`config.mk`:
```
export PLATFORM = sky130hd
export DESIGN_NAME = t08_periph_mailbox
export DESIGN_NICKNAME = d
export VERILOG_FILES = /design/src/t08_mem_pkg.sv /design/src/t08_periph_mailbox.sv
export VERILOG_INCLUDE_DIRS = /design/src
export SDC_FILE = /design/constraint.sdc
export NUM_CORES = 1
export LEC_CHECK = 0
export ABC_AREA = 1
export BUFFER_PORTS_ARGS = -buffer_cell sky130_fd_sc_hd__buf_2
export CORE_MARGIN = 1.5
export CORE_UTILIZATION = 23
export CTS_CLUSTER_DIAMETER = 50
export DETAILED_ROUTE_END_ITERATION = 8
export SLEW_MARGIN = 10
export SYNTH_ARGS = -nofsm -noshare
export SYNTH_HDL_FRONTEND = slang
export SYNTH_SLANG_ARGS = --single-unit
```
`constraint.sdc`:
```
create_clock -name clk -period 1.65 [get_ports clk]
set_clock_uncertainty 0.2 [all_clocks]
set_input_delay 0.0825 -clock clk [delete_from_list [all_inputs] [get_ports clk]]
set_output_delay 0.0825 -clock clk [all_outputs]
set_load 0.05 [all_outputs]
```
`src/t08_mem_defines.svh`:
```
// **************************************************
// t08 memory subsystem constants
// sizes, peripheral address and target latencies
// **************************************************
`ifndef T08_MEM_DEFINES_SVH
`define T08_MEM_DEFINES_SVH

// word RAM, 2 KiB starting at byte address 0
`define T08_RAM_WORDS 512

// mailbox byte address, word aligned
`define T08_PERIPH_ADDR 32'd923920

// cycles from sel to ack, both must be at least 1
`define T08_RAM_WAIT 1
`define T08_PERIPH_WAIT 4

`endif

```
`src/t08_mem_pkg.sv`:
```
// **************************************************
// t08 memory package
// load/store width codes and the request and
// response structs shared by handler, bus and targets
// **************************************************
package t08_mem_pkg;

    // same encoding as RISC-V func3
    typedef enum logic [2:0] {
        lb  = 3'd0,
        lh  = 3'd1,
        lw  = 3'd2,
        lbu = 3'd4,
        lhu = 3'd5
    } mem_width_e;

    // store codes share the load values
    localparam mem_width_e sb = lb;
    localparam mem_width_e sh = lh;
    localparam mem_width_e sw = lw;

    // data access requested by the core for one instruction
    typedef struct packed {
        logic        load;
        logic        store;
        mem_width_e  width;
        logic [31:0] addr;
        logic [31:0] wdata;
    } core_data_op_t;

    // one bus request, handler to bus and bus to targets
    typedef struct packed {
        logic        write;
        logic [31:0] addr;
        logic [31:0] wdata;
        logic [3:0]  be;    // byte lane enables
    } mem_req_t;

    typedef struct packed {
        logic [31:0] rdata;
    } mem_rsp_t;

endpackage

```
`src/t08_periph_mailbox.sv`:
```
// **************************************************
// t08 peripheral mailbox
// data register and write count, slow response
// **************************************************
`timescale 1ns/1ps
`include "t08_mem_defines.svh"

module t08_periph_mailbox (
    input  logic                   clk,
    input  logic                   nrst,
    input  logic                   sel,
    input  t08_mem_pkg::mem_req_t  bus_req,
    output logic                   ack,
    output logic [31:0]            rdata
);
    import t08_mem_pkg::*;

    logic [31:0] data_reg;
    logic [7:0]  wr_count;  // wraps after 255 writes
    logic [7:0]  wait_cnt;

    always_ff @(posedge clk, negedge nrst) begin
        if (!nrst) begin
            data_reg <= '0;
            wr_count <= '0;
            wait_cnt <= '0;
        end else begin
            if (sel && bus_req.write) begin
                for (int b = 0; b < 4; b++) begin
                    if (bus_req.be[b])
                        data_reg[8*b +: 8] <= bus_req.wdata[8*b +: 8];
                end
                wr_count <= wr_count + 8'd1;
            end
            if (sel)
                wait_cnt <= 8'(`T08_PERIPH_WAIT);
            else if (wait_cnt != '0)
                wait_cnt <= wait_cnt - 8'd1;
        end
    end

    assign ack   = (wait_cnt == 8'd1);
    assign rdata = {wr_count, data_reg[23:0]}; // count overlays top byte

endmodule

```
==> impl_results.md <==
- Crit end category: output port
- Cell Chain, Critical Path: nor2_4 > nand3_2 > nor2_1 > buf_6
- Initial antenna violation count: 0
- DR DRC count: 0
- Initial Util: 23.7%
- Area Growth Syn to Fin: 59.4%
- Vias per cell: 4.19
- Vias in the first global route: 1774
- Iteration-0 DRC count of the detailed router: 67
- Core Area: 0.00773 mm²
- Lkg Pwr: 1.48 nW
- Period minus WS final: 1590 ps
- CP Buf/Inv Count: 1
- Via Count: 1817
- Max Cap Viol: 0
- Final count of hold timing violations: 0
- Register bit total from synthesis: 40
- Clk buf depth: 2
- FILL cells: 752
- Slowest CP cell: dfrtp_1
- Syn nets: 288
- Total GRT Usage: 12.0%
- Pre-antenna DRT Iters: 4
- Routed Antenna Nets: 0
- Final setup fails: 0
- Die Ht: 92.3 µm
- Clk Tree Root Cell: clkbuf_8
- Worst skew pair latency: 290 ps
- Period utilization: 96.5%
- Outcome: complete, no violations
- Place WS: 119 ps
- CTS Buf Count: 5
- Placer Congestion: 0.742
- Startpoint Class: register
- First-pass GRT wire length: 8140 µm
- Netlist cell types: 19
- Final nets: 407
- Final core occ: 37.8%
- Pwr Density: 1330 mW/mm²
- Setup CP Type: reg2out
- Die area: 0.00851 mm²
- Avg Inst Size Synth: 8.65 µm²
- Layout cells sized above 1: 26.8%
- Max Slew Vio Count: 0
- Yosys Warn Count: 0
- RSZ-0062 raised after global routing: false
- Max reg flops: 24
- F_max: 0.628 GHz
- Slew HR: 60.0%
- CTS tree: yes
- Largest net degree at the start of global routing: 26
- Fin Setup TNS: 0 ps
- Worst Tran Pin Value: 600 ps
- Seq/Total Area, Yosys: 54.6%
- DR WL/cell: 11.3 µm
- Clock transition at path regs: 80 ps
- Cell row count: 32
- CTS H-tree depth: 2
- Die X: 92.3 µm
- Clk sink count: 40
- Hold Path Class: in2reg
- Global route overflow: 0
- # IOs: 105
- PnR worst setup slack: 58.0 ps
- Kind of cell adding the most delay to the critical path: flip-flops
- DRT Wirelength: 4920 µm
- Port Buf Inserts: 63
- Diode count: 0
- Post-Synthesis Cell Area: 0.00183 mm²
- Critical Path Max Stage Delay: 440 ps
- Peak supply drop: 490 µV
- HPWL after detailed placement: 3040 µm
- Synth Instances: 212
- CP max FO: 4
- Critical Path RT: 1370 ps
- Worst Path Arrival: 1310 ps
-- layout make-up --
| class | count | area (µm²) | share of cell area [%] |
|---|---|---|---|
| clock buffers | 6 | 72.6 | 2.48 |
| clock inverters | 2 | 35.0 | 1.20 |
| inverters | 19 | 71.3 | 2.44 |
| multi-input cells | 147 | 734 | 25.1 |
| flip-flops and latches | 40 | 1000 | 34.3 |
| well taps | 102 | 128 | 4.37 |
| repair buffers | 118 | 877 | 30.0 |
-- cell usage in the layout, fill, tap and decap left out, drive strengths merged --
master,netlist,final
nand3,34,34
xor2,6,6
dfrtp,40,40
nor3,3,3
nand4,2,2
clkbuf,1,6
nor2,16,16
ha,4,4
clkinv,0,1
xnor2,3,3
bufinv,0,1
nand2,76,76
dlygate4sd3,0,52
buf,5,66
inv,19,19
o21ai,3,3
-- stage by stage --
step	hold slack (ps)	instance area [µm²]	power, mW	instances
2_1_floorplan	-413	1830	2.59	212
3_3_place_gp	-63.4	2270	2.95	374
3_5_place_dp	-64.4	2270	2.98	374
4_1_cts	24.7	2910	3.88	434
5_1_grt	43.1	2920	4.13	434
6_report	34.3	2920	3.88	434
-- worst reg2reg max path, cell delays in order (launching register included) --
cell and delay (ps):
dfrtp_1 420, inv_1 110, ha_1 150, nand2_1 80, nor2_4 180, inv_2 60, nor2_2 120, nor2_1 60
-- power by group --
part / switching, mW / total [mW] / internal [mW]
clock: 0.350 / 0.800 / 0.449
combinational: 1.14 / 1.64 / 0.490
sequential: 0.228 / 1.45 / 1.22
-- path summary, 6_finish.rpt --
path	from	endpoint	slack, ps	cells past startpoint
max	wait_cnt[5]	ack	60	4
min	sel	wr_count[6]	30	5
max reg2reg	wait_cnt[0]	wait_cnt[7]	160	7
min reg2reg	data_reg[19]	data_reg[19]	270	2
max in group asynchronous	nrst	data_reg[6]	620	3
min in group asynchronous	nrst	wait_cnt[4]	130	2
-- per-layer routing --
layer	up-vias	share of wire [%]	global-route usage (%)
li1	903	-	-
met1	860	43	14.2
met2	48	52	21.4
met3	6	4.8	3.07
met4	0	0.73	3.08
met5	-	0	0
-- synthesized netlist by cell type --
cell type / number / area share, %
ha_1: 4 / 2.7
nand3_1: 34 / 9.3
nand4_1: 2 / 0.68
nand2_1: 72 / 15
o21ai_0: 3 / 0.82
clkbuf_1: 1 / 0.20
nor2_4: 1 / 0.61
buf_6: 2 / 1.2
nor2_1: 11 / 2.3
nor3_2: 1 / 0.55
nor2_2: 4 / 1.4
inv_1: 17 / 3.5
inv_2: 2 / 0.41
buf_2: 3 / 0.82
xnor2_1: 3 / 1.4
nand2_2: 4 / 1.4
xor2_1: 6 / 2.9
nor3_1: 2 / 0.55
dfrtp_1: 40 / 55
-- repair_timing --
| item | in CTS | in global routing |
|---|---|---|
| pin swaps | 1 | 1 |
| endpoints found under the hold margin | 55 | 0 |
| hold buffers | 52 | 0 |
| resized for setup | 3 | 4 |
| buffers inserted | 0 | 0 |
| setup endpoints to repair | 1 | 4 |
-- kinds of logic (layout without fill, tap and decap cells) --
group | after synthesis | count (layout) | synth area share [%]
buffers and inverters | 25 | 145 | 6.14
DFF | 40 | 40 | 54.6
AOI/OAI and AO/OA | 3 | 3 | 0.819
and+or+nand+nor | 131 | 131 | 31.4
adders and majority gates | 4 | 4 | 2.73
xor gates and xnor gates | 9 | 9 | 4.30
No activity file was read; power rests on OpenSTA's default activity.
