**src/t08_mem_defines.svh**
```systemverilog
// **************************************************
// t08 memory subsystem constants
// sizes, peripheral address and target latencies
// **************************************************
`ifndef T08_MEM_DEFINES_SVH
`define T08_MEM_DEFINES_SVH

// word RAM, 2 KiB starting at byte address 0
`define T08_RAM_WORDS 512

// mailbox byte address, word aligned
`define T08_PERIPH_ADDR 32'd923920

// cycles from sel to ack, both must be at least 1
`define T08_RAM_WAIT 1
`define T08_PERIPH_WAIT 4

`endif

```
**src/t08_mem_pkg.sv**
```systemverilog
// **************************************************
// t08 memory package
// load/store width codes and the request and
// response structs shared by handler, bus and targets
// **************************************************
package t08_mem_pkg;

    // same encoding as RISC-V func3
    typedef enum logic [2:0] {
        lb  = 3'd0,
        lh  = 3'd1,
        lw  = 3'd2,
        lbu = 3'd4,
        lhu = 3'd5
    } mem_width_e;

    // store codes share the load values
    localparam mem_width_e sb = lb;
    localparam mem_width_e sh = lh;
    localparam mem_width_e sw = lw;

    // data access requested by the core for one instruction
    typedef struct packed {
        logic        load;
        logic        store;
        mem_width_e  width;
        logic [31:0] addr;
        logic [31:0] wdata;
    } core_data_op_t;

    // one bus request, handler to bus and bus to targets
    typedef struct packed {
        logic        write;
        logic [31:0] addr;
        logic [31:0] wdata;
        logic [3:0]  be;    // byte lane enables
    } mem_req_t;

    typedef struct packed {
        logic [31:0] rdata;
    } mem_rsp_t;

endpackage

```
**src/t08_handler.sv**
```systemverilog
// **************************************************
// t08 memory handler
// fetches the instruction, then runs the optional
// load or store and releases the core for one cycle
// **************************************************
`timescale 1ns/1ps

module t08_handler (
    input  logic                        clk,
    input  logic                        nrst,
    input  logic [31:0]                 pc,
    input  t08_mem_pkg::core_data_op_t  data_op,
    input  logic                        req_ready,
    input  logic                        rsp_valid,
    input  t08_mem_pkg::mem_rsp_t       rsp,
    output logic                        req_valid,
    output t08_mem_pkg::mem_req_t       req,
    output logic [31:0]                 instruction,
    output logic [31:0]                 load_data,
    output logic                        freeze
);
    import t08_mem_pkg::*;

    typedef enum logic [1:0] {
        st_fetch,
        st_data,
        st_release
    } state_e;

    state_e     state;
    logic       wait_rsp;   // request accepted, response not yet back
    mem_width_e op_width;   // width latched with the data request
    logic       op_load;

    logic accept;
    logic has_data;
    logic fetch_done;
    logic data_done;
    logic start_fetch;
    logic start_data;

    function automatic logic [3:0] store_be(mem_width_e w);
        case (w)
            sb:      store_be = 4'b0001;
            sh:      store_be = 4'b0011;
            default: store_be = 4'b1111; // sw and unknown codes
        endcase
    endfunction

    // low lanes only, addr[1:0] is ignored
    function automatic logic [31:0] store_data(mem_width_e w, logic [31:0] d);
        case (w)
            sb:      store_data = {24'b0, d[7:0]};
            sh:      store_data = {16'b0, d[15:0]};
            default: store_data = d;
        endcase
    endfunction

    function automatic logic [31:0] load_ext(mem_width_e w, logic [31:0] d);
        case (w)
            lb:      load_ext = {{24{d[7]}}, d[7:0]};
            lh:      load_ext = {{16{d[15]}}, d[15:0]};
            lbu:     load_ext = {24'b0, d[7:0]};
            lhu:     load_ext = {16'b0, d[15:0]};
            default: load_ext = d;
        endcase
    endfunction

    function automatic mem_req_t fetch_req(logic [31:0] a);
        mem_req_t r;
        r.write = 1'b0;
        r.addr  = a;
        r.wdata = '0;
        r.be    = 4'b1111;
        return r;
    endfunction

    function automatic mem_req_t data_req(core_data_op_t op);
        mem_req_t r;
        r.write = op.store;
        r.addr  = op.addr;
        r.wdata = store_data(op.width, op.wdata);
        r.be    = op.store ? store_be(op.width) : 4'b1111;
        return r;
    endfunction

    assign accept     = req_valid && req_ready;
    assign has_data   = data_op.load || data_op.store;
    assign fetch_done = (state == st_fetch) && wait_rsp && rsp_valid;
    assign data_done  = (state == st_data) && wait_rsp && rsp_valid;
    // first fetch after reset, or the one that follows a release
    assign start_fetch = ((state == st_fetch) && !req_valid && !wait_rsp)
                       || (state == st_release);
    assign start_data  = fetch_done && has_data;

    always_ff @(posedge clk, negedge nrst) begin
        if (!nrst) begin
            state       <= st_fetch;
            req_valid   <= 1'b0;
            wait_rsp    <= 1'b0;
            freeze      <= 1'b1;
            instruction <= '0;
            load_data   <= '0;
        end else begin
            if (start_fetch || start_data)
                req_valid <= 1'b1;
            else if (accept)
                req_valid <= 1'b0;

            if (accept)
                wait_rsp <= 1'b1;
            else if (rsp_valid)
                wait_rsp <= 1'b0;

            // low for the single release cycle
            freeze <= !((fetch_done && !has_data) || data_done);

            if (fetch_done)
                instruction <= rsp.rdata;
            if (data_done && op_load)
                load_data <= load_ext(op_width, rsp.rdata);

            case (state)
                st_fetch: begin
                    if (fetch_done)
                        state <= has_data ? st_data : st_release;
                end
                st_data: begin
                    if (data_done)
                        state <= st_release;
                end
                default: state <= st_fetch; // release lasts one cycle
            endcase
        end
    end

    // request payload, only meaningful while req_valid is high
    always_ff @(posedge clk) begin
        if (start_fetch) begin
            req <= fetch_req(pc);   // pc is the new one after release
        end else if (start_data) begin
            req      <= data_req(data_op);
            op_width <= data_op.width;
            op_load  <= data_op.load;
        end
    end

endmodule

```
**config.mk**
```make
export PLATFORM = sky130hd
export DESIGN_NAME = t08_handler
export DESIGN_NICKNAME = d
export VERILOG_FILES = /design/src/t08_mem_defines.svh /design/src/t08_mem_pkg.sv /design/src/t08_handler.sv
export SDC_FILE = /design/constraint.sdc
export NUM_CORES = 1
export LEC_CHECK = 0
export BUFFER_PORTS_ARGS = -buffer_cell sky130_fd_sc_hd__buf_2
export CAP_MARGIN = 10
export CORE_MARGIN = 10
export CORE_UTILIZATION = 49
export DETAILED_ROUTE_END_ITERATION = 10
export PLACE_DENSITY = 0.94
export SYNTH_ARGS = -nofsm -noshare
export SYNTH_HDL_FRONTEND = slang
export SYNTH_SLANG_ARGS = --single-unit
```
**constraint.sdc**
```tcl
create_clock -name clk -period 6.1 [get_ports clk]
set_input_delay 0 -clock clk [delete_from_list [all_inputs] [get_ports clk]]
set_output_delay 0 -clock clk [all_outputs]
set_load 0.05 [all_outputs]
```
==> metrics <==
chip width=around 130 um; Final Max Slew Viols=0; critical path class=reg2reg; Final Critical Period=3.249 ns; power share of the clock group=between 10% and 20%; Total Wirelength=21430 um; top-level I/O count=272; largest net degree at the start of global routing=72; HPWL after DPL=12460 um; post-synthesis cell count=381; H-Tree Depth=4; GR Util met1=26.96%; Post-layout nets=913; switching power=2.846 mW; RSZ-0062 raised after global routing=no; Reg power frac=29.6%; Comb power frac=52.5%; Synthesis Warnings=0; Layout Cells excl Fill=935; Post-synth EDFFs=36; Slew HR=a little under a third; Peak Freq=307.8 MHz; port bufs=270; Critical path origin=state[1]$_DFFE_PN0P_; Cell Rows=38; crit path max-delay cell type=and4bb_2; via count=5196; Root Buffer=clkbuf_8; worst path cell trace=and4bb_2 > and2_4 > a22o_1 > dlygate4sd3_1; global routing's busiest layer=met2; final hold viol count=0; DR vias/cell=5.557; CTS tree=done; die height=between 100 and 150 um; Sink Count=140; post-synthesis sequential area ratio=between 60% and 70%; drt drc=0; most common cell after layout, fill and taps aside=buf_2; Synth area leaders=dfrtp_1, edfxtp_1, dfxtp_1; vias in the first global route=5756; Post-synth top flop=dfrtp_1; 1st-pass router iterations=6; first-pass GRT wire length=32710 um; area delta synth->final=62.27%; internal power component=roughly 2.9 mW; post-synth top area cell=dfrtp_1; setup bufs post-CTS=0; PD cells=651.7 mW/mm^2; Reg clk slew, reported paths=around 0.07 ns; clk buf depth=2; outcome=complete, no violations; final number of setup-violating endpoints=0; worst skew pair latency=between 0.5 and 0.6 ns; grt ovf=0; DRT iter0 DRCs=between 500 and 600; r2r setup slk=2.85 ns; P_leak=roughly 4.3 nW; Mapped Nets=518; CORE AREA=between 0.01 and 0.015 mm^2; Fin Setup TNS=0 ns; Wirelength per Cell=around 23 um; Sw Share=49.56%; worst clock skew=just over 0.009 ns; FF+latch count, synth=140; CP required=6.47 ns; met3 usage=8.154%; Netlist cell types=33; Yosys top cell area share=a little under a third; Slew @ Worst Pin=1.030 ns; Max VDD drop=460.1 uV; met2 GRT Util=between 40% and 50%; CP startpoint kind=flop; critical path's largest stage delay=~0.99 ns; max_cap viols=0; Worst EP arrival=around 3.6 ns; GPL Wtd Cong=0.8034; Synth async-reset ratio=49.29%; Final Cycle Share=between 50 and 60%; CP bufs+invs=1; Initial Utilization=approximately half; Hold Crit Class=in2async; Num CTS Buffers=17; RR Startpoint=state[1]$_DFFE_PN0P_; Critical Path Fanout Max=71; initial antenna violation count=6; CP top delay family=simple AND/OR/NAND/NOR gates; die area=0.01570 mm^2; share of cells above drive strength 1=~47%; Worst Setup End Kind=flop; most frequent cells in the layout=buf_2, dlygate4sd3_1, dfrtp_1; ANT nets after route=0; reg-to-reg endpoint=req[65]$_DFFE_PP_; post-placement cell count=759; post-synthesis cell area=0.005431 mm^2; GRT Total Usage=26.17%; syn avg cell area=14.26 um^2; R2R cell count=4
## registers in the layout (all words and copies together) (netlist names)
register / flops
op_load: 1
load_data: 32
req_valid: 1
state: 2
req: 67
wait_rsp: 1
freeze: 1
instruction: 32
op_width: 3
## worst min-delay path, delay by kind of cell
| kind | cells | cell delay [ns] |
|---|---|---|
| buf+inv | 3 | 1.27 |
## final cells by class
type	instances	area (um^2)
sequential	140	3510
timing repair buffer	411	2790
fill	557	2027
multi-input combinational	201	1707
clock buffer	23	530.5
tap	140	175.2
clock inverter	9	67.56
inverter	5	18.77
antenna	6	15.01
## worst max-delay path by stage
stage | slack (ns) | cells past startpoint | endpoint
floorplan | 3.92 | 4 | req[36]$_DFFE_PP_
global placement | 3.29 | 3 | req[45]$_DFFE_PP_
detailed placement | 3.13 | 3 | req[60]$_DFFE_PP_
CTS | 2.93 | 4 | req[61]$_DFFE_PP_
global route | 2.70 | 4 | req[65]$_DFFE_PP_
finish | 2.85 | 4 | req[65]$_DFFE_PP_
## routing by layer
| metal | part of all wire [%] | wire length [um] |
|---|---|---|
| met4 | 3.9 | 826 |
| met3 | 8.6 | 1836 |
| met2 | 54 | 11530 |
| met1 | 34 | 7237 |
| met5 | 0 | 0 |
## logic make-up (layout without fill, tap and decap cells)
kind of cell           count (synthesis)  in the layout  synth area share, %
muxes                                 65             65                13.52
AOI/OAI and AO/OA                     98             98                14.58
other                                  1              7              0.06904
DFF                                  140            140                64.62
and+or+nand+nor                       37             37                3.248
buffers and inverters                 40            448                3.962
## power by group through the flow
stage,sequential [mW],combinational (mW),clock [mW]
2_1_floorplan,3.16,0.589,0
3_3_place_gp,1.65,2.70,0
3_5_place_dp,1.68,2.75,0
4_1_cts,1.67,2.91,1.03
5_1_grt,1.74,3.12,1.07
6_report,1.70,3.02,1.02
## synthesized netlist by cell type (all sizes together) (2+ instances only)
cell / number
inv: 5
a22oi: 2
a22o: 41
mux2: 64
nand2: 27
dfxtp: 35
dfrtp: 68
or2: 3
o21ai: 26
and2: 2
buf: 25
a32o: 24
clkbuf: 10
o32a: 2
edfxtp: 36
## timing repair
item                                    CTS  global route
hold endpoints to repair                208             0
resized for setup                         0             0
endpoints found under the setup margin    0             0
hold buffers                            136             0
## stage by stage
step	setup slack [ns]	power [mW]	hold slack, ns	util (%)	area, um^2
after floorplan	3.915	3.744	-0.2956	-	5431
after global placement	3.288	4.345	0.1995	62.58	6784
after detailed placement	3.131	4.427	0.2051	62.58	6784
after CTS	2.927	5.612	0.2107	80.66	8743
after global routing	2.696	5.934	0.2258	81.30	8813
final	2.851	5.743	0.2096	81.30	8813
Note: power is estimated with default switching activity, not from simulation.
