## src/t08_mem_defines.svh

```systemverilog
// **************************************************
// t08 memory subsystem constants
// sizes, peripheral address and target latencies
// **************************************************
`ifndef T08_MEM_DEFINES_SVH
`define T08_MEM_DEFINES_SVH

// word RAM, 2 KiB starting at byte address 0
`define T08_RAM_WORDS 512

// mailbox byte address, word aligned
`define T08_PERIPH_ADDR 32'd923920

// cycles from sel to ack, both must be at least 1
`define T08_RAM_WAIT 1
`define T08_PERIPH_WAIT 4

`endif

```

## src/t08_mem_pkg.sv

```systemverilog
// **************************************************
// t08 memory package
// load/store width codes and the request and
// response structs shared by handler, bus and targets
// **************************************************
package t08_mem_pkg;

    // same encoding as RISC-V func3
    typedef enum logic [2:0] {
        lb  = 3'd0,
        lh  = 3'd1,
        lw  = 3'd2,
        lbu = 3'd4,
        lhu = 3'd5
    } mem_width_e;

    // store codes share the load values
    localparam mem_width_e sb = lb;
    localparam mem_width_e sh = lh;
    localparam mem_width_e sw = lw;

    // data access requested by the core for one instruction
    typedef struct packed {
        logic        load;
        logic        store;
        mem_width_e  width;
        logic [31:0] addr;
        logic [31:0] wdata;
    } core_data_op_t;

    // one bus request, handler to bus and bus to targets
    typedef struct packed {
        logic        write;
        logic [31:0] addr;
        logic [31:0] wdata;
        logic [3:0]  be;    // byte lane enables
    } mem_req_t;

    typedef struct packed {
        logic [31:0] rdata;
    } mem_rsp_t;

endpackage

```

## src/t08_mem_bus.sv

```systemverilog
// **************************************************
// t08 memory bus
// decodes each request to RAM, mailbox or the
// unmapped responder and returns the chosen response
// **************************************************
`timescale 1ns/1ps
`include "t08_mem_defines.svh"

module t08_mem_bus (
    input  logic                   clk,
    input  logic                   nrst,
    input  logic                   req_valid,
    input  t08_mem_pkg::mem_req_t  req,
    input  logic                   ram_ack,
    input  logic [31:0]            ram_rdata,
    input  logic                   mbox_ack,
    input  logic [31:0]            mbox_rdata,
    output logic                   req_ready,
    output logic                   rsp_valid,
    output t08_mem_pkg::mem_rsp_t  rsp,
    output logic                   ram_sel,
    output logic                   mbox_sel,
    output t08_mem_pkg::mem_req_t  bus_req
);
    import t08_mem_pkg::*;

    typedef enum logic [1:0] {
        tgt_ram,
        tgt_mbox,
        tgt_none
    } target_e;

    localparam logic [31:0] RAM_LIMIT = 32'(`T08_RAM_WORDS * 4);
    localparam logic [31:0] PERIPH    = `T08_PERIPH_ADDR;

    logic    busy;      // one request outstanding
    target_e tgt;       // target of the outstanding request
    target_e tgt_dec;
    logic    accept;
    logic    none_sel;  // unmapped responder strobe
    logic    none_ack;

    assign accept    = req_valid && req_ready;
    assign req_ready = !busy;

    always_comb begin
        if (req.addr < RAM_LIMIT)
            tgt_dec = tgt_ram;
        else if (req.addr[31:2] == PERIPH[31:2])
            tgt_dec = tgt_mbox;
        else
            tgt_dec = tgt_none;
    end

    always_ff @(posedge clk, negedge nrst) begin
        if (!nrst) begin
            busy     <= 1'b0;
            tgt      <= tgt_none;
            ram_sel  <= 1'b0;
            mbox_sel <= 1'b0;
            none_sel <= 1'b0;
            none_ack <= 1'b0;
        end else begin
            ram_sel  <= accept && (tgt_dec == tgt_ram);
            mbox_sel <= accept && (tgt_dec == tgt_mbox);
            none_sel <= accept && (tgt_dec == tgt_none);
            none_ack <= none_sel;   // answers one cycle after its sel
            if (accept) begin
                busy <= 1'b1;
                tgt  <= tgt_dec;
            end else if (rsp_valid) begin
                busy <= 1'b0;
            end
        end
    end

    // held for the targets until the next acceptance
    always_ff @(posedge clk) begin
        if (accept)
            bus_req <= req;
    end

    always_comb begin
        case (tgt)
            tgt_ram: begin
                rsp_valid = busy && ram_ack;
                rsp.rdata = ram_rdata;
            end
            tgt_mbox: begin
                rsp_valid = busy && mbox_ack;
                rsp.rdata = mbox_rdata;
            end
            default: begin
                rsp_valid = busy && none_ack;
                rsp.rdata = '0;         // unmapped reads as zero
            end
        endcase
    end

endmodule

```

## config.mk

```make
export PLATFORM = sky130hd
export DESIGN_NAME = t08_mem_bus
export DESIGN_NICKNAME = d
export VERILOG_FILES = /design/src/t08_mem_pkg.sv /design/src/t08_mem_bus.sv
export VERILOG_INCLUDE_DIRS = /design/src
export SDC_FILE = /design/constraint.sdc
export NUM_CORES = 1
export LEC_CHECK = 0
export BUFFER_PORTS_ARGS = -buffer_cell sky130_fd_sc_hd__buf_4
export CELL_PAD_IN_SITES_DETAIL_PLACEMENT = 2
export CELL_PAD_IN_SITES_GLOBAL_PLACEMENT = 2
export CORE_ASPECT_RATIO = 1.1
export CORE_MARGIN = 10
export CORE_UTILIZATION = 24
export DETAILED_ROUTE_END_ITERATION = 6
export PLACE_DENSITY = 0.94
export SLEW_MARGIN = 20
export SYNTH_ARGS = -nofsm -noshare
export SYNTH_HDL_FRONTEND = slang
export SYNTH_SLANG_ARGS = --single-unit
```

## constraint.sdc

```tcl
create_clock -name clk -period 3.3 [get_ports clk]
set_input_delay 0.165 -clock clk [delete_from_list [all_inputs] [get_ports clk]]
set_output_delay 0.165 -clock clk [all_outputs]
set_load 0.005 [all_outputs]
```

==> impl_metrics.yaml, run 1 <==
run:
  drv_cap: 0
synthesis:
  yosysMostFrequentCell: "edfxtp_1"
  ys_types: 23
  yosysSeqAreaShare_pct: 76.2
  synth_top_cell_by_area: "edfxtp_1"
  ys_seq_elements: 76
  yosysWarnings: 0
  synth.area.top_cells: "edfxtp_1 70%, mux2i_1 11%, dfrtp_1 5.1%"
  synth_nets: 316
  yosysTopAreaCellShare_pct: 70.2
  synthTopCellsByCount: "69 x edfxtp_1, 39 x nor2_1, 32 x mux2i_1"
  synth_area_sq_um: 2950
  syn_inst: 178
  synth_edf_count: 69
  synthArstFlopShare_pct: 9.21
  synthFlopType: "edfxtp_1"
  syn_avg_cell_area_sq_um: 16.6
critical_path:
  cp_max_fo: 35
  r2r_end: "bus_req[15]"
  worst_ep_arrival_time_ns: 1.96
  endpoint: "rsp_valid"
  cp-start-kind: "register"
  regToRegStartpoint: "busy"
  ff2ff_setup_slack_ns: 1.27
  end_kind: "primary output"
  critPathLaunch: "tgt[0]"
  crit_chain: "nor2b_1 -> a211oi_1 -> nor3_1 -> buf_4"
  critPathTopFamily: "flip-flops"
  critPathSlowestCell: "dfrtp_2"
  cp_data_required_time_ns: 3.13
  cpPeakStageDelay_ns: 0.99
  worst-path-stages: 4
  critPathKind: "register to primary output"
  reg2regPathDepth: 4
  path_buf_inv: 1
sta:
  hold_viol: 0
  rsz0062_at_grt: "no"
  slew_violations: 0
  whs_ns: 0.0102
  max_slew.worst_pin.slew_ns: 0.977
  min_period_over_period_pct: 64.4
  fin_setup_tns_ns: 0
  setup_violations: 0
  slew_headroom_pct: 34.8
  min_period_ns: 2.13
  setup_ws_ns: 1.17
  finClkSkew_ns: 0.00727
  fmax_ghz: 0.471
cts:
  cts_root_buf: "clkbuf_16"
  hold_buffers: 18
  path_clk_slew_ns: 0.06
  clock_sinks: 76
  post_cts_buffers: 0
  clock_path_buffers: 2
  worstSkewPairLatency_ns: 0.34
  postCtsResizedCells: 0
  cts_tree: "done"
  htreeDepth: 3
  cts-buffers-inserted: 9
global_routing:
  grt_overflow: 0
  grt_pass1_vias: 3149
  grt_pass1_wl_mm: 21.4
  grt_max_degree: 42
  gr-usage-all-layers_pct: 16.8
  grt_antenna_before_repair: 0
drt:
  routedWlPerCell_microns: 25.1
  post-route-drc-count: 0
  final_antenna_net_count: 0
  viasPerCell: 4.35
  drtIter0Drc: 228
  first_pass_iters: 4
  vias: 2621
  routed_wl_mm: 15.1
die:
  rows: 42
  pin_count: 243
  die_w_microns: 126
  dieHeight_microns: 136
  core_area_sq_um: 12000
  initial_utilization_pct: 24.5
  fp.dieArea_sq_um: 17100
hold_path:
  hold_depth: 1
  hold_path_class: "input port to register"
placed_design:
  placed_area_sq_um: 4930
  globalplace.congestion: 0.778
  port_buffers: 242
  place_hpwl_mm: 12.1
  dpl_worst_slack_ns: 1.29
pwr:
  clock_power_share_pct: 38.2
  power.density_nw_per_um2: 505
  leakagePower_uw: 0.00231
  seqPwrFrac_pct: 45.1
  switching_share_pct: 23.5
  ir_drop_mv: 0.287
  power.switching_uw: 643
  internal_power_uw: 2100
  combPwrFrac_pct: 16.7
cells_and_area:
  diodes: 0
  nets: 581
  area_growth_pct: 83.8
  stdcell_area_sq_um: 5430
  drive_above_1_share_pct: 59.8
run_status:
  status: "finished, final reports clean"
==> metal layers <==
layer | track usage (%) | wire length (microns) | up-vias
met5 | 0 | 0 | -
met4 | 3.04 | 116 | 0
met3 | 6.23 | 1210 | 7
met2 | 34.3 | 8790 | 156
met1 | 15.5 | 5010 | 1266
li1 | - | - | 1192
==> cell families after synthesis <==
kind of cell           Yosys count  synth area share, %
DFF                             76                 76.2
and+or+nand+nor                 56                 10.3
muxes                           32                 10.9
buffers and inverters           10                 1.70
AOI/OAI and AO/OA                4                0.932
==> how the worst min path moves through the flow <==
| stage | from | endpoint | slack (ns) |
|---|---|---|---|
| floorplan | nrst | busy | -0.13 |
| global placement | nrst | mbox_sel | -0.02 |
| finish | req[27] | bus_req[27] | 0.01 |
| CTS | req[45] | bus_req[45] | 0.00005 |
| detailed placement | nrst | mbox_sel | -0.02 |
| global route | req[21] | bus_req[21] | 0.003 |
==> registers in the layout (all words and copies together) (netlist names) <==
signal    count
bus_req      69
busy          1
mbox_sel      1
none_ack      1
none_sel      1
ram_sel       1
tgt           2
==> placed cells by master (no fill, tap or decap), types with 2 or more instances in the layout <==
cell	instances
mux2i_1	32
clkbuf_16	9
nor4_4	2
nand2_1	2
nor2b_1	2
clkbuf_1	2
edfxtp_1	69
dlygate4sd3_1	18
clkinv_2	2
dfrtp_1	5
a211oi_1	2
buf_4	244
bufinv_16	2
nor2_1	39
nor3_1	3
inv_2	2
nor4_2	2
==> power by group through the flow <==
stage	Clock (uW)	Combinational, uW	Sequential (uW)
floorplan	0	92.5	1250
global placement	0	415	1240
detailed placement	0	443	1260
CTS	1050	466	1240
global route	1100	496	1250
finish	1050	459	1240
==> final cells by class <==
type / instances / area (sq um)
fillers: 1197 / 6610
multi-input cells: 92 / 653
repair buffers: 262 / 2010
inverters: 2 / 7.51
clock inverters: 5 / 78.8
well taps: 154 / 193
flip-flops and latches: 76 / 2250
clock buffers: 11 / 233
==> per-stage QoR <==
| step | power [uW] | util, % | std cells |
|---|---|---|---|
| final | 2740 | 45.1 | 602 |
| after global routing | 2850 | 45.1 | 602 |
| after CTS | 2760 | 45.1 | 602 |
| after detailed placement | 1700 | 41.0 | 568 |
| after global placement | 1650 | 41.0 | 568 |
| after floorplan | 1340 | - | 178 |
(Power assumes the default switching activity.)
==> run 2: changes to the inputs <==
- ABC_AREA: unset -> 1
- CORE_UTILIZATION: 24 -> 22
- PLACE_DENSITY: 0.94 -> 0.9
- clock period: 3.3 -> 2.1 ns (I/O delays scaled with it)
==> run 2 against run 1 <==
Via count rose by 10%. Sequential share of layout area fell by 3.3 points. Worst hold slack improved by 0.011 ns. Power rose by 90%. Global-route usage fell by 0.59 points. Combinational power rose to 3.5 times the previous value. Worst setup slack got worse by 0.84 ns. Synthesized cell count rose by 10%. Critical path depth rose by 1. Routed wire length fell by 0.28%. Critical path type unchanged. Largest power group unchanged. Highest routed layer unchanged.
==> impl_metrics.yaml, run 2 <==
run_status:
  status: "finished, final reports clean"
synthesis:
  yosysWarnings: 0
  synthFlopType: "edfxtp_1"
  synth_top_cell_by_area: "edfxtp_1"
  yosysTopAreaCellShare_pct: 71.2
  synth_simple_gate_area_share_pct: 8.29
  synthTopCellsByCount: "69 x edfxtp_1, 32 x a22o_1, 26 x nand2_1"
  synth_top_family_by_area: "compound AO/OA/AOI/OAI gates"
  synth_compound_area_share_pct: 9.97
  muxShareOfSynthArea_pct: 0
  synth_edf_count: 69
  ys_types: 15
  syn_inst: 196
  synth_fa_ha_area_share_pct: 0
  synthArstFlopShare_pct: 9.21
  synth_nets: 334
  ys_seq_elements: 76
  syn_avg_cell_area_sq_um: 14.9
  yosysMostFrequentCell: "edfxtp_1"
  synth_area_sq_um: 2910
  synth-xor-area-share_pct: 0
  synth.area.top_cells: "edfxtp_1 71%, a22o_1 9.6%, dfrtp_1 5.2%"
  yosysSeqAreaShare_pct: 77.2
cells_and_area:
  stdcell_area_sq_um: 5900
  largest_reg_flops: 69
  fin_cells: 681
  reg.largest.list: "bus_req x69, tgt x2"
  multi_input_area_sq_um: 532
  regArea_sq_um: 2250
  area_growth_pct: 102
  drive_above_1_share_pct: 51.0
  layout_commonest_cell: "buf_4"
  nets: 653
  fillCellCount: 1336
  top_register: "bus_req"
  final_cell_mix: "243 x buf_4, 70 x dlygate4sd3_1, 69 x edfxtp_1"
  diodes: 0
pwr:
  clock_power_share_pct: 29.3
  switching_share_pct: 28.8
  power.density_nw_per_um2: 885
  combPwrFrac_pct: 30.8
  seqPwrFrac_pct: 39.9
  internal_power_uw: 3710
  power.switching_uw: 1500
  ir_drop_mv: 0.353
  leakagePower_uw: 0.00267
sta:
  min_period_ns: 1.77
  slew_headroom_pct: 63.1
  fmax_ghz: 0.566
  rsz0062_at_grt: "no"
  hold_viol: 0
  min_period_over_period_pct: 84.1
  slew_violations: 0
  fin_setup_tns_ns: 0
  max_slew.worst_pin.slew_ns: 0.553
  whs_ns: 0.0213
  setup_violations: 0
  finClkSkew_ns: 0.00739
placed_design:
  port_buffers: 242
  placed_area_sq_um: 4900
  dp_cells: 595
  globalplace.congestion: 0.769
  place_hpwl_mm: 10.9
die:
  core_area_sq_um: 13100
  fp.dieArea_sq_um: 18200
  dieHeight_microns: 141
  pin_count: 243
  initial_utilization_pct: 22.2
  rows: 44
  die_w_microns: 130
drt:
  first_pass_iters: 4
  routedWlPerCell_microns: 22.2
  post-route-drc-count: 0
  viasPerCell: 4.24
  routed_wl_mm: 15.1
  drtIter0Drc: 147
  final_antenna_net_count: 0
  vias: 2890
critical_path:
  r2r_end: "bus_req[48]"
  cpMostUsedCell: "inv_2"
  cp_max_fo: 32
  endpoint: "rsp[27]"
  cp-start-kind: "register"
  critPathLaunch: "tgt[1]"
  regToRegStartpoint: "busy"
  worst_ep_arrival_time_ns: 1.66
  end_kind: "primary output"
  critPathSlowestCell: "dfstp_2"
  reg2regPathDepth: 4
  crit_chain: "inv_2 -> nand2_1 -> inv_2 -> a22o_1 -> buf_4"
  cpPeakStageDelay_ns: 0.56
  cp_data_required_time_ns: 2.00
  ff2ff_setup_slack_ns: 0.68
  critPathKind: "register to primary output"
cts:
  cts-buffers-inserted: 9
  clock_sinks: 76
  post_cts_buffers: 0
  path_clk_slew_ns: 0.07
  cts_root_buf: "clkbuf_16"
  clock_path_buffers: 2
  htreeDepth: 3
  cts_tree: "done"
  worstSkewPairLatency_ns: 0.34
global_routing:
  met2_usage_pct: 33.4
  grt_antenna_before_repair: 0
  grt_pass1_vias: 3514
  global_route.usage.met3_pct: 5.48
  grt_max_degree: 73
  gr-usage-all-layers_pct: 16.3
  met1_usage_pct: 14.6
  grt_pass1_wl_mm: 22.3
  top_usage_layer: "met2"
  grt_overflow: 0
hold_path:
  hold_path_class: "input port to register"
run:
  drv_cap: 0
run 2: timing repair:
action                    in CTS  in global routing
hold endpoints to repair      76                  0
resized for setup              0                  0
hold buffers                  70                  0
run 2: critical path: cells and delay by family, from the launching register on:
family,cells,cell delay [ns]
buf+inv,3,0.40
flops,1,0.56
compound gates,1,0.28
simple gates,1,0.08
run 2: layout make-up:
type / count / share of cell area, %
clock inverter: 7 / 1.10
multi-input combinational: 94 / 9.02
timing repair buffer: 314 / 43.2
sequential: 76 / 38.1
inverter: 20 / 1.34
tap: 161 / 3.42
clock buffer: 9 / 3.82
run 2: power groups by stage:
stage / combinational [uW] / clock, uW / sequential [uW]
2_1_floorplan: 491 / 0 / 2120
3_3_place_gp: 1460 / 0 / 2080
3_5_place_dp: 1520 / 0 / 2110
4_1_cts: 1630 / 1560 / 2080
5_1_grt: 1750 / 1630 / 2110
6_report: 1610 / 1530 / 2080
run 2: metal layers:
layer | up-vias | share of wire, %
met4 | 0 | 0.74
met1 | 1420 | 31
met5 | - | 0
met3 | 9 | 7.1
met2 | 106 | 61
li1 | 1355 | -
run 2: kinds of logic (layout without fill, tap and decap cells):
| family | after synthesis | in the layout |
|---|---|---|
| and+or+nand+nor | 60 | 60 |
| AOI/OAI and AO/OA | 34 | 34 |
| buffers and inverters | 26 | 350 |
| DFF | 76 | 76 |
run 2: worst min-delay path by stage:
stage	startpoint	end	slack, ns	cells past startpoint
finish	req_valid	busy	0.02	3
global route	req_valid	busy	0.04	3
CTS	req_valid	busy	0.02	3
detailed placement	nrst	busy	-0.08	1
global placement	nrst	none_ack	-0.08	1
floorplan	nrst	busy	-0.19	0
run 2: metrics by stage:
| step | setup WS (ns) | util (%) | power (uW) |
|---|---|---|---|
| 6_report | 0.333 | 45.0 | 5220 |
| 3_5_place_dp | 0.652 | 37.4 | 3630 |
| 5_1_grt | 0.211 | 45.0 | 5490 |
| 3_3_place_gp | 0.740 | 37.4 | 3540 |
| 4_1_cts | 0.293 | 45.0 | 5280 |
| 2_1_floorplan | 0.131 | - | 2610 |
==> run 3: changes to the inputs <==
- clock period: 2.1 -> 1.7 ns (I/O delays scaled with it)
==> run 3 against run 2 <==
Sequential share of layout area shrank 0.75 points. Highest routed layer unchanged. Flip-flop and latch count is the same. Count of clock-buffer cells in the layout grew 2. Core utilization rose by 0.90 points. Combinational power increased by 30%. Critical endpoint is now rsp[20]. Largest power group unchanged.
==> impl_metrics.yaml, run 3 (synthesis results as in run 2) <==
run_status:
  status: "finished, final reports clean"
critical_path:
  cp-start-kind: "register"
  end_kind: "primary output"
  critPathKind: "register to primary output"
  critPathSlowestCell: "dfstp_2"
  worst_ep_arrival_time_ns: 1.57
  cp_max_fo: 16
  cp_data_required_time_ns: 1.62
  cpPeakStageDelay_ns: 0.56
  crit_chain: "inv_2 -> nand2_4 -> bufinv_16 -> a22o_1 -> buf_4"
drt:
  final_antenna_net_count: 0
  viasPerCell: 4.31
  post-route-drc-count: 0
  routed_wl_mm: 16.3
  first_pass_iters: 4
  routedWlPerCell_microns: 23.9
  drtIter0Drc: 100
  vias: 2948
sta:
  slew_headroom_pct: 73.7
  max_slew.worst_pin.slew_ns: 0.394
  setup_violations: 0
  hold_viol: 0
  finClkSkew_ns: 0.00798
  min_period_over_period_pct: 97.5
  rsz0062_at_grt: "yes"
  slew_violations: 0
  min_period_ns: 1.66
  fin_setup_tns_ns: 0
  fmax_ghz: 0.603
cells_and_area:
  top_register: "bus_req"
  fillCellCount: 1321
  reg.largest.list: "bus_req x69, tgt x2"
  nets: 656
  stdcell_area_sq_um: 6010
  largest_reg_flops: 69
  layout_commonest_cell: "buf_4"
  final_cell_mix: "243 x buf_4, 70 x dlygate4sd3_1, 69 x edfxtp_1"
  drive_above_1_share_pct: 51.4
  area_growth_pct: 107
  diodes: 0
run:
  drv_cap: 0
placed_design:
  port_buffers: 242
  placed_area_sq_um: 4910
  place_hpwl_mm: 10.9
  globalplace.congestion: 0.727
die:
  core_area_sq_um: 13100
  rows: 44
  die_w_microns: 130
  pin_count: 243
  dieHeight_microns: 141
  initial_utilization_pct: 22.2
  fp.dieArea_sq_um: 18200
global_routing:
  grt_antenna_before_repair: 0
  grt_max_degree: 73
  grt_pass1_vias: 3567
  grt_overflow: 0
  gr-usage-all-layers_pct: 17.4
  grt_pass1_wl_mm: 23.2
cts:
  clock_sinks: 76
  clock_path_buffers: 2
  path_clk_slew_ns: 0.06
  htreeDepth: 3
  cts_root_buf: "clkbuf_16"
  cts_tree: "done"
  worstSkewPairLatency_ns: 0.35
  cts-buffers-inserted: 9
pwr:
  ir_drop_mv: 0.583
  switching_share_pct: 27.8
  power.density_nw_per_um2: 1130
  seqPwrFrac_pct: 37.9
  combPwrFrac_pct: 30.9
  clock_power_share_pct: 31.2
  internal_power_uw: 4910
  power.switching_uw: 1890
  leakagePower_uw: 0.00273
hold_path:
  hold_path_class: "input port to register"
-- run 3: cell types whose count changed in the layout (fill, tap and decap cells not counted), sizes merged --
cell | previous run | this run
buf | 244 | 246
inv | 25 | 20
clkinvlp | 1 | 2
bufinv | 0 | 3
clkbuf | 9 | 11
-- run 3: path summary, 6_finish.rpt --
check                           from           to  slack [ns]  depth (start not counted)
min in group asynchronous       nrst         busy        0.12                          2
max in group asynchronous       nrst       tgt[1]        1.37                          2
setup / recovery              tgt[1]      rsp[20]        0.04                          5
hold reg to reg             none_sel     none_ack        0.36                          0
hold / removal             req_valid         busy        0.03                          3
setup reg to reg                busy  bus_req[45]        0.31                          4
-- run 3: power by group through the flow --
stage | Sequential, uW | Clock [uW] | Combinational (uW)
floorplan | 2620 | 0 | 618
global placement | 2570 | 0 | 1810
detailed placement | 2600 | 0 | 1900
CTS | 2560 | 2130 | 2060
global route | 2610 | 2250 | 2280
finish | 2580 | 2120 | 2100
-- run 3: layout make-up --
class	instances	area [sq um]	area share, %
tap	161	201	3.35
sequential	76	2250	37.4
timing repair inverter	1	8.76	0.146
inverter	20	105	1.75
multi-input combinational	94	547	9.09
timing repair buffer	316	2580	43.0
clock buffer	11	233	3.87
clock inverter	5	85.1	1.41
-- run 3: through the flow --
step,cells,setup WS [ns],power [uW],hold WS (ns),util [%]
floorplan,196,-0.194,3240,-0.211,-
global placement,595,0.380,4380,-0.101,37.5
detailed placement,595,0.307,4500,-0.0940,37.5
CTS,681,0.00225,6760,0.0126,45.3
global route,684,-0.0498,7140,0.0296,45.9
finish,684,0.0428,6790,0.0293,45.9
-- run 3: metal layers --
layer | track usage, % | up-vias | routed length (microns)
met3 | 6.56 | 15 | 1310
met2 | 35.5 | 116 | 9830
met5 | 0 | - | 0
met4 | 4.62 | 0 | 240
met1 | 14.9 | 1458 | 4960
li1 | - | 1359 | -
-- run 3: critical path, delay by kind of cell, from the launching register on --
family | cells | cell delay (ns)
compound gates | 1 | 0.19
buf+inv | 3 | 0.40
flops | 1 | 0.56
simple gates | 1 | 0.08
-- run 3: what timing repair did --
action,4_1_cts,5_1_grt
hold buffers,70,0
endpoints found under the setup margin,33,33
buffers inserted,0,2
gates resized for setup,2,7
hold endpoints to repair,76,0
cloned,0,1
